File: config.mk
export PLATFORM = sky130hd
export DESIGN_NAME = softmax_top
export DESIGN_NICKNAME = d
export VERILOG_FILES = /design/src/logic/softmax_cfg_pkg.sv /design/src/logic/softmax_ctrl_pkg.sv /design/src/logic/softmax_max_tracker.sv /design/src/logic/softmax_exp2_lanes.sv /design/src/logic/softmax_denom_acc.sv /design/src/logic/softmax_norm_divider.sv /design/src/logic/softmax_top.sv
export SDC_FILE = /design/constraint.sdc
export NUM_CORES = 1
export LEC_CHECK = 0
export BUFFER_PORTS_ARGS = -buffer_cell sky130_fd_sc_hd__buf_4
export CAP_MARGIN = 20
export CORE_AREA = 2 2 207 209
export CTS_CLUSTER_DIAMETER = 80
export DETAILED_ROUTE_END_ITERATION = 16
export DIE_AREA = 0 0 209 211
export SLEW_MARGIN = 10
export SYNTH_ARGS = -nofsm -noshare
export SYNTH_HDL_FRONTEND = slang
export SYNTH_SLANG_ARGS = --single-unit
File: constraint.sdc
create_clock -name clk_i -period 8.99 [get_ports clk_i]
set_clock_uncertainty 0.1 [all_clocks]
set_input_delay 1.3485 -clock clk_i [delete_from_list [all_inputs] [get_ports clk_i]]
set_output_delay 1.3485 -clock clk_i [all_outputs]
set_load 0.02 [all_outputs]
File: src/logic/softmax_cfg_pkg.sv
package softmax_cfg_pkg;

    // Score lanes carried by one beat
    localparam int unsigned N_LANES = 4;

    localparam int unsigned SCORE_W = 8;

    // Fractional bits of exponentials and probabilities
    localparam int unsigned FRAC_W = 8;

    // Exponential of the maximum is exactly one, so one integer bit is needed
    localparam int unsigned EXP_W = FRAC_W + 1;

    typedef logic signed [SCORE_W-1:0] score_t;

    typedef logic [EXP_W-1:0] exp_t;

    // Covers max minus min over the signed score range
    typedef logic [SCORE_W-1:0] shift_t;

endpackage

File: src/logic/softmax_ctrl_pkg.sv
package softmax_ctrl_pkg;

    typedef enum logic {
        PH_ACCUM,
        PH_NORM
    } phase_e;

    typedef struct packed {
        softmax_cfg_pkg::score_t [softmax_cfg_pkg::N_LANES-1:0] lanes;
        logic [softmax_cfg_pkg::N_LANES-1:0]                    strb;
        logic                                                   last;
    } score_beat_t;

    // Rescale is the rise of the maximum caused by this beat
    typedef struct packed {
        softmax_cfg_pkg::exp_t [softmax_cfg_pkg::N_LANES-1:0] lanes;
        logic [softmax_cfg_pkg::N_LANES-1:0]                  strb;
        logic                                                 last;
        softmax_cfg_pkg::shift_t                              rescale;
    } exp_beat_t;

    typedef struct packed {
        softmax_cfg_pkg::exp_t [softmax_cfg_pkg::N_LANES-1:0] lanes;
        logic [softmax_cfg_pkg::N_LANES-1:0]                  strb;
        logic                                                 last;
    } prob_beat_t;

    typedef struct packed {
        phase_e                  phase;
        softmax_cfg_pkg::score_t max;
        logic                    denom_valid;
    } softmax_status_t;

endpackage

File: src/logic/softmax_max_tracker.sv
`timescale 1ns/100ps

module softmax_max_tracker (
    input  logic                          clk_i,
    input  logic                          rst_ni,
    input  logic                          in_valid_i,
    output logic                          in_ready_o,
    input  softmax_ctrl_pkg::score_beat_t in_beat_i,
    input  softmax_ctrl_pkg::phase_e      phase_i,
    input  logic                          exp_ready_i,
    output logic                          exp_valid_o,
    output softmax_ctrl_pkg::score_beat_t exp_beat_o,
    output softmax_cfg_pkg::score_t       ref_max_o,
    output softmax_cfg_pkg::shift_t       rescale_o,
    output softmax_cfg_pkg::score_t       max_o
);
    import softmax_cfg_pkg::*;
    import softmax_ctrl_pkg::*;

    localparam score_t SCORE_MIN = score_t'({1'b1, {(SCORE_W-1){1'b0}}});

    score_t max_q;
    score_t beat_max;
    score_t new_max;
    phase_e phase_q;
    logic   sealed_q;
    logic   accept;
    logic   phase_change;

    // Sealed after the last beat of a pass until the phase moves on
    assign in_ready_o   = exp_ready_i & ~sealed_q;
    assign exp_valid_o  = in_valid_i & ~sealed_q;
    assign exp_beat_o   = in_beat_i;
    assign accept       = in_valid_i & in_ready_o;
    assign phase_change = (phase_q != phase_i);

    always_comb begin
        score_t lane;
        beat_max = SCORE_MIN;
        for (int i = 0; i < N_LANES; i++) begin
            lane = in_beat_i.lanes[i];
            if (in_beat_i.strb[i] && lane > beat_max) begin
                beat_max = lane;
            end
        end
    end

    // Maximum only moves during accumulation
    always_comb begin
        new_max = max_q;
        if (phase_i == PH_ACCUM && beat_max > max_q) begin
            new_max = beat_max;
        end
    end

    assign ref_max_o = new_max;
    assign rescale_o = (phase_i == PH_ACCUM) ? shift_t'(new_max - max_q) : '0;
    assign max_o     = max_q;

    always_ff @(posedge clk_i or negedge rst_ni) begin
        if (!rst_ni) begin
            max_q    <= SCORE_MIN;
            phase_q  <= PH_ACCUM;
            sealed_q <= 1'b0;
        end else begin
            phase_q <= phase_i;
            if (phase_change) begin
                sealed_q <= 1'b0;
            end else if (accept && in_beat_i.last) begin
                sealed_q <= 1'b1;
            end
            if (phase_change && phase_i == PH_ACCUM) begin
                max_q <= SCORE_MIN;
            end else if (accept) begin
                max_q <= new_max;
            end
        end
    end

endmodule

File: src/logic/softmax_exp2_lanes.sv
`timescale 1ns/100ps

module softmax_exp2_lanes (
    input  logic                          clk_i,
    input  logic                          rst_ni,
    input  logic                          in_valid_i,
    output logic                          in_ready_o,
    input  softmax_ctrl_pkg::score_beat_t in_beat_i,
    input  softmax_cfg_pkg::score_t       ref_max_i,
    input  softmax_cfg_pkg::shift_t       rescale_i,
    output logic                          out_valid_o,
    input  logic                          out_ready_i,
    output softmax_ctrl_pkg::exp_beat_t   out_beat_o
);
    import softmax_cfg_pkg::*;
    import softmax_ctrl_pkg::*;

    exp_beat_t beat_d;
    exp_beat_t beat_q;
    logic      valid_q;
    logic      accept;

    assign in_ready_o  = ~valid_q | out_ready_i;
    assign accept      = in_valid_i & in_ready_o;
    assign out_valid_o = valid_q;
    assign out_beat_o  = beat_q;

    always_comb begin
        logic signed [SCORE_W:0] gap;
        beat_d.strb    = in_beat_i.strb;
        beat_d.last    = in_beat_i.last;
        beat_d.rescale = rescale_i;
        for (int i = 0; i < N_LANES; i++) begin
            gap = {ref_max_i[SCORE_W-1], ref_max_i}
                - {in_beat_i.lanes[i][SCORE_W-1], in_beat_i.lanes[i]};
            // 2^(score - max) in fixed point underflows to zero past FRAC_W
            if (in_beat_i.strb[i] && !gap[SCORE_W] && gap <= FRAC_W) begin
                beat_d.lanes[i] = exp_t'(1) << (FRAC_W - gap[SCORE_W-1:0]);
            end else begin
                beat_d.lanes[i] = '0;
            end
        end
    end

    always_ff @(posedge clk_i or negedge rst_ni) begin
        if (!rst_ni) begin
            valid_q <= 1'b0;
        end else if (accept) begin
            valid_q <= 1'b1;
        end else if (out_ready_i) begin
            valid_q <= 1'b0;
        end
    end

    always_ff @(posedge clk_i) begin
        if (accept) begin
            beat_q <= beat_d;
        end
    end

endmodule

File: src/logic/softmax_denom_acc.sv
`timescale 1ns/100ps

module softmax_denom_acc #(
    parameter int unsigned ACC_W = 20
) (
    input  logic                        clk_i,
    input  logic                        rst_ni,
    input  logic                        in_valid_i,
    output logic                        in_ready_o,
    input  softmax_ctrl_pkg::exp_beat_t in_beat_i,
    input  logic                        norm_done_i,
    output softmax_ctrl_pkg::phase_e    phase_o,
    output logic [ACC_W-1:0]            denom_o,
    output logic                        denom_valid_o
);
    import softmax_cfg_pkg::*;
    import softmax_ctrl_pkg::*;

    phase_e             phase_q;
    logic [ACC_W-1:0]   acc_q;
    logic [ACC_W-1:0]   acc_scaled;
    logic [ACC_W-1:0]   beat_sum;
    logic               accept;

    assign in_ready_o    = (phase_q == PH_ACCUM);
    assign accept        = in_valid_i & in_ready_o;
    assign phase_o       = phase_q;
    assign denom_o       = acc_q;
    assign denom_valid_o = (phase_q == PH_NORM);

    always_comb begin
        beat_sum = '0;
        for (int i = 0; i < N_LANES; i++) begin
            beat_sum = beat_sum + ACC_W'(in_beat_i.lanes[i]);
        end
    end

    // Earlier terms were taken against a lower maximum
    always_comb begin
        if (in_beat_i.rescale >= ACC_W) begin
            acc_scaled = '0;
        end else begin
            acc_scaled = acc_q >> in_beat_i.rescale;
        end
    end

    always_ff @(posedge clk_i or negedge rst_ni) begin
        if (!rst_ni) begin
            phase_q <= PH_ACCUM;
            acc_q   <= '0;
        end else begin
            case (phase_q)
                PH_ACCUM: begin
                    if (accept) begin
                        acc_q <= acc_scaled + beat_sum;
                        if (in_beat_i.last) begin
                            phase_q <= PH_NORM;
                        end
                    end
                end
                PH_NORM: begin
                    if (norm_done_i) begin
                        acc_q   <= '0;
                        phase_q <= PH_ACCUM;
                    end
                end
            endcase
        end
    end

endmodule

File: src/logic/softmax_norm_divider.sv
`timescale 1ns/100ps

module softmax_norm_divider #(
    parameter int unsigned ACC_W = 20
) (
    input  logic                        clk_i,
    input  logic                        rst_ni,
    input  logic                        in_valid_i,
    output logic                        in_ready_o,
    input  softmax_ctrl_pkg::exp_beat_t in_beat_i,
    input  logic [ACC_W-1:0]            denom_i,
    output logic                        out_valid_o,
    input  logic                        out_ready_i,
    output softmax_ctrl_pkg::prob_beat_t out_beat_o
);
    import softmax_cfg_pkg::*;
    import softmax_ctrl_pkg::*;

    // Spare top quotient bit stays zero since exp never exceeds the denominator
    localparam int unsigned QUOT_W = EXP_W + 1;
    localparam int unsigned DVD_W  = EXP_W + FRAC_W;
    localparam int unsigned CNT_W  = $clog2(QUOT_W);

    typedef enum logic [1:0] {
        DIV_IDLE,
        DIV_RUN,
        DIV_HOLD
    } div_state_e;

    div_state_e         state_q;
    logic [CNT_W-1:0]   bit_cnt_q;
    logic [DVD_W-1:0]   dvd [N_LANES];
    logic [ACC_W-1:0]   rem_q [N_LANES];
    logic [ACC_W-1:0]   rem_d [N_LANES];
    logic [QUOT_W-1:0]  quot_q [N_LANES];
    logic [N_LANES-1:0] qbit;
    logic [N_LANES-1:0] strb_q;
    logic               last_q;
    logic               accept;

    assign in_ready_o  = (state_q == DIV_IDLE);
    assign accept      = in_valid_i & in_ready_o;
    assign out_valid_o = (state_q == DIV_HOLD);

    // Upper dividend bits lie below the denominator and preload the remainder
    always_comb begin
        logic [ACC_W:0] trial;
        for (int i = 0; i < N_LANES; i++) begin
            dvd[i]   = {in_beat_i.lanes[i], {FRAC_W{1'b0}}};
            trial    = {rem_q[i], quot_q[i][QUOT_W-1]};
            qbit[i]  = (trial >= {1'b0, denom_i});
            rem_d[i] = qbit[i] ? ACC_W'(trial - {1'b0, denom_i}) : trial[ACC_W-1:0];
        end
    end

    always_ff @(posedge clk_i or negedge rst_ni) begin
        if (!rst_ni) begin
            state_q   <= DIV_IDLE;
            bit_cnt_q <= '0;
        end else begin
            case (state_q)
                DIV_IDLE: begin
                    if (accept) begin
                        state_q   <= DIV_RUN;
                        bit_cnt_q <= '0;
                    end
                end
                DIV_RUN: begin
                    bit_cnt_q <= bit_cnt_q + 1'b1;
                    if (bit_cnt_q == CNT_W'(QUOT_W - 1)) begin
                        state_q <= DIV_HOLD;
                    end
                end
                DIV_HOLD: begin
                    if (out_ready_i) begin
                        state_q <= DIV_IDLE;
                    end
                end
                default: state_q <= DIV_IDLE;
            endcase
        end
    end

    always_ff @(posedge clk_i) begin
        if (accept) begin
            strb_q <= in_beat_i.strb;
            last_q <= in_beat_i.last;
            for (int i = 0; i < N_LANES; i++) begin
                rem_q[i]  <= ACC_W'(dvd[i][DVD_W-1:QUOT_W]);
                quot_q[i] <= dvd[i][QUOT_W-1:0];
            end
        end else if (state_q == DIV_RUN) begin
            for (int i = 0; i < N_LANES; i++) begin
                rem_q[i]  <= rem_d[i];
                quot_q[i] <= {quot_q[i][QUOT_W-2:0], qbit[i]};
            end
        end
    end

    always_comb begin
        out_beat_o.strb = strb_q;
        out_beat_o.last = last_q;
        for (int i = 0; i < N_LANES; i++) begin
            out_beat_o.lanes[i] = quot_q[i][EXP_W-1:0];
        end
    end

endmodule

File: src/logic/softmax_top.sv
`timescale 1ns/100ps

module softmax_top #(
    parameter int unsigned ACC_W = 20
) (
    input  logic                              clk_i,
    input  logic                              rst_ni,
    input  logic                              in_valid_i,
    output logic                              in_ready_o,
    input  softmax_ctrl_pkg::score_beat_t     in_beat_i,
    output logic                              out_valid_o,
    input  logic                              out_ready_i,
    output softmax_ctrl_pkg::prob_beat_t      out_beat_o,
    output softmax_ctrl_pkg::softmax_status_t status_o
);
    import softmax_cfg_pkg::*;
    import softmax_ctrl_pkg::*;

    logic             trk_valid;
    logic             trk_ready;
    score_beat_t      trk_beat;
    score_t           ref_max;
    shift_t           rescale;
    score_t           cur_max;

    logic             exp_valid;
    logic             exp_ready;
    exp_beat_t        exp_beat;

    logic             acc_valid;
    logic             acc_ready;
    logic             div_valid;
    logic             div_ready;

    phase_e           cur_phase;
    logic [ACC_W-1:0] denom;
    logic             denom_valid;
    logic             norm_done;

    // Exponentials feed the sum in pass one and the divider in pass two
    assign acc_valid = exp_valid & (cur_phase == PH_ACCUM);
    assign div_valid = exp_valid & (cur_phase == PH_NORM);
    assign exp_ready = (cur_phase == PH_ACCUM) ? acc_ready : div_ready;

    assign norm_done = out_valid_o & out_ready_i & out_beat_o.last;

    assign status_o = '{phase: cur_phase, max: cur_max, denom_valid: denom_valid};

    softmax_max_tracker i_max_tracker (
        .clk_i       (clk_i),
        .rst_ni      (rst_ni),
        .in_valid_i  (in_valid_i),
        .in_ready_o  (in_ready_o),
        .in_beat_i   (in_beat_i),
        .phase_i     (cur_phase),
        .exp_ready_i (trk_ready),
        .exp_valid_o (trk_valid),
        .exp_beat_o  (trk_beat),
        .ref_max_o   (ref_max),
        .rescale_o   (rescale),
        .max_o       (cur_max)
    );

    softmax_exp2_lanes i_exp2_lanes (
        .clk_i       (clk_i),
        .rst_ni      (rst_ni),
        .in_valid_i  (trk_valid),
        .in_ready_o  (trk_ready),
        .in_beat_i   (trk_beat),
        .ref_max_i   (ref_max),
        .rescale_i   (rescale),
        .out_valid_o (exp_valid),
        .out_ready_i (exp_ready),
        .out_beat_o  (exp_beat)
    );

    softmax_denom_acc #(
        .ACC_W (ACC_W)
    ) i_denom_acc (
        .clk_i         (clk_i),
        .rst_ni        (rst_ni),
        .in_valid_i    (acc_valid),
        .in_ready_o    (acc_ready),
        .in_beat_i     (exp_beat),
        .norm_done_i   (norm_done),
        .phase_o       (cur_phase),
        .denom_o       (denom),
        .denom_valid_o (denom_valid)
    );

    softmax_norm_divider #(
        .ACC_W (ACC_W)
    ) i_norm_divider (
        .clk_i       (clk_i),
        .rst_ni      (rst_ni),
        .in_valid_i  (div_valid),
        .in_ready_o  (div_ready),
        .in_beat_i   (exp_beat),
        .denom_i     (denom),
        .out_valid_o (out_valid_o),
        .out_ready_i (out_ready_i),
        .out_beat_o  (out_beat_o)
    );

endmodule

==> flow_summary_export.csv <==
group,metric,value,unit
global_routing,vias_in_the_first_global_route,14900,
setup_path,cp_data_required_time,9.28,ns
synth,yosys_warning_total,0,
synth,synthDistinctLibCells,102,
setup_path,critical_path.startpoint,"in_beat_i[6]",
synth,syn_inst,1999,
routing,dr_total_vias,15400,
synth,syn_avg_cell_area,9.30,um^2
status,failed_checks,"setup timing",
global_routing,globalRouteOverflowTotal,0,
synth,synthesis.nets,2250,
finish,fin_area,22600,um^2
sta,maxSlewHeadroom,26.4,%
hold_path,timing.hold.worst.start,"i_exp2_lanes.out_beat_o[9]",
setup_path,critical_path.startpoint_type,"primary input",
synth,post_synthesis_compound_gate_area_fraction,17.3,%
setup_path,crit_arrival,9.30,ns
global_routing,initial_antenna_violation_count,0,
finish,finalNetCount,2443,
routing,drt-pass1-iter-count,5,
finish,multi_input_area,12100,um^2
routing,vias_per_cell,5.60,
synth,ys_async_sr_fraction,17.9,%
routing,ant_nets,0,
clock_tree,insertion_delay,0.56,ns
global_routing,grt_pass1_wl,80.2,mm
die,ports,94,
routing,initialDrtViolationCount,837,
sta,fin_worst_hold_slack,0.322,ns
setup_path,crit_type,"in -> reg",
place,dp_hpwl,39.4,mm
routing,postRouteWirelength,51.6,mm
sta,fmax,0.111,GHz
die,chip_height,211,um
synth,synth_fa_ha_area_share,15.3,%
status,status,"finished with violations",
sta,timing_max_transition_violations_final,0,
clock_tree,clkSinkCount,212,
sta,final-hold-violation-count,0,
synth,ys.flop_type,"edfxtp_1",
setup_path,cp_endpoint_kind,"flip-flop",
synth,synth_sequential_area_ratio,33.2,%
clock_tree,cts.reportedPaths.clkPinSlew,0.05,ns
sta,unrepaired_setup_endpoints_after_global_routing,"yes",
sta,final_critical_path_setup_slack,-0.0243,ns
die,fp.dieW,209,um
place,gp_congestion,0.898,
setup_path,critical_path_depth,40,
hold_path,min_path_type,"reg -> reg",
synth,dominant_combinational_cell_family_by_area_after_synthesis,"compound AO/OA/AOI/OAI gates",
synth,yosys_register_bits,212,
finish,layout.filler_cells,3777,
sta,layout_worst_path_cycle_share,100,%
clock_tree,max-clock-path-buffers,3,
job,maxCapViolations,0,
routing,route.detailed.wl_per_inst,18.7,um
setup_path,crit_path_frequent_cell,"ha_4",
setup_path,critical_path.top_delay_family,"simple AND/OR/NAND/NOR gates",
clock_tree,htreeDepth,1,
synth,synth-edff-count,174,
finish,drive_above_1_share,22.5,%
place,portBuffers,93,
die,core_area,41800,um^2
clock_tree,tritoncts,"done",
setup_path,cp_slowest_cell,"or4b_4",
finish,count_of_inserted_antenna_diode_cells,0,
hold_path,hold-path-cell-count,0,
sta,tightest_slew,1.10,ns
global_routing,grt_use_total,22.8,%
synth,synthesis.area,18600,um^2
die,fp.dieArea,44100,um^2
setup_path,delay_of_the_slowest_critical_path_stage,0.49,ns
setup_path,worst-r2r-cell-count,18,
finish,sequential_standard_cell_area,6180,um^2
finish,mostFrequentLayoutCell,"buf_4",
place,placed_cell_area,20800,um^2
sta,post-route-min-period,9.01,ns
place,dpl_worst_slack,-0.586,ns
die,floorplan.rows,75,
finish,flow.area_growth_from_synthesis,21.3,%
finish,mostFrequentLayoutCells,"buf_4 (247), edfxtp_1 (174), nor2_1 (163)",
routing,post_route_drc,0,
synth,synth-xor-area-share,4.99,%
synth,yosys.area_share.simple,17.1,%
synth,synth_mux_area_share,5.60,%
clock_tree,cts.root.buffer_cell,"clkbuf_16",
clock_tree,cts_hold_buf,0,
die,floorplan.initialDensity,44.5,%
setup_path,path_max_fanout,14,
sta,final-setup-viol-count,1,
setup_path,r2r-start,"i_exp2_lanes.out_beat_o[1]",
clock_tree,numCtsBuffers,29,
setup_path,timing.critical_path.buf_inv,4,
global_routing,grt_start_max_net_pins,77,
-- registers in the layout, indices dropped and copies added, names as in the netlist --
register	cells
i_norm_divider.rem_q	80
i_exp2_lanes.out_beat_o	49
i_norm_divider.quot_q	40
i_denom_acc.denom_o	20
i_max_tracker.max_o	8
i_norm_divider.bit_cnt_q	4
i_norm_divider.strb_q	4
i_norm_divider.state_q	2
i_denom_acc.denom_valid_o	1
i_exp2_lanes.out_valid_o	1
i_max_tracker.phase_q	1
i_max_tracker.sealed_q	1
i_norm_divider.last_q	1
-- metrics by stage --
step	std cells	utilization [%]	TNS [ns]
detailed placement	2680	49.9	-10.08
floorplan	1999	-	-7.15
global placement	2680	49.9	-5.04
finish	2752	54.0	-0.0243
CTS	2732	52.0	0
global route	2752	54.0	-6.15
-- layer usage --
metal,up-vias,part of all wire [%],track usage [%]
met1,7365,44,29.1
met3,87,3.6,2.82
met4,0,3.4,6.95
li1,7648,-,-
met5,-,0,0
met2,323,49,40.5
-- area by class of cell --
cell class	count	area share [%]
Inverter	168	2.81
Sequential cell	212	27.4
Tap cell	539	2.99
Clock buffer	40	3.49
Timing Repair Buffer	262	9.18
Multi-Input combinational cell	1519	53.7
Clock inverter	12	0.432
-- cells by family (layout without fill, tap and decap cells) --
logic type	count (synthesis)	count (layout)
flops	212	212
xor+xnor	105	105
fa+ha+maj	210	210
mux	85	85
compound gates	478	478
buf+inv	268	482
simple gates	641	641
-- worst reg2reg max path: cells and delay by family (launching register included) --
kind | cells | cell delay, ns
xor+xnor | 1 | 0.22
compound gates | 7 | 2.08
flops | 1 | 0.92
fa+ha+maj | 4 | 1.57
mux | 1 | 0.60
buf+inv | 1 | 0.08
simple gates | 4 | 0.78
-- synthesized netlist by cell type, drive strengths merged, types with 5 or more instances --
master / instances / share of area [%]
nand2b: 21 / 0.75
nor2b: 27 / 0.91
fa: 28 / 3.0
nand4: 15 / 0.50
nor2: 172 / 3.5
a21o: 42 / 1.7
a211o: 6 / 0.28
dfrtp: 37 / 5.0
a22o: 17 / 0.80
nand3b: 7 / 0.28
clkbuf: 42 / 0.85
o31ai: 13 / 0.52
o221ai: 6 / 0.28
nor3b: 8 / 0.32
ha: 182 / 12
or3: 18 / 0.61
o21a: 29 / 1.2
and4: 5 / 0.24
mux4: 10 / 1.2
and2: 37 / 1.3
xnor2: 74 / 3.5
a21boi: 7 / 0.28
a211oi: 20 / 0.83
mux2: 16 / 1.1
o21bai: 12 / 0.48
edfxtp: 174 / 28
o21ai: 106 / 2.9
a2111oi: 13 / 0.69
nor4b: 6 / 0.36
and3: 20 / 0.67
a21oi: 120 / 3.3
nand2: 163 / 3.3
mux2i: 59 / 3.3
o211ai: 18 / 0.75
a31oi: 17 / 0.57
nand3: 57 / 1.5
or2: 10 / 0.34
nor4: 15 / 0.54
nor3: 44 / 1.2
xor2: 31 / 1.5
o22ai: 9 / 0.30
buf: 58 / 2.2
inv: 168 / 3.4
a311o: 6 / 0.36
-- path summary, 6_finish.rpt --
check | slack (ns) | end
worst max register to register | 2.55 | i_denom_acc.denom_o[15]
max in group asynchronous | 7.70 | i_denom_acc.denom_o[3]
worst max-delay path | -0.02 | i_exp2_lanes.out_beat_o[27]
worst min-delay path | 0.32 | i_norm_divider.strb_q[0]
min in group asynchronous | 0.70 | i_denom_acc.denom_o[10]
worst min register to register | 0.32 | i_norm_divider.strb_q[0]
-- timing repair --
item                       4_1_cts  5_1_grt
gates cloned                     0        3
setup endpoints to repair        1       38
resized for setup                2      128
pin swaps                        1       51
buffers inserted                 0       17
Power is not shown: default switching activity piles up to over one toggle a cycle in this logic, so the estimate is an artifact.
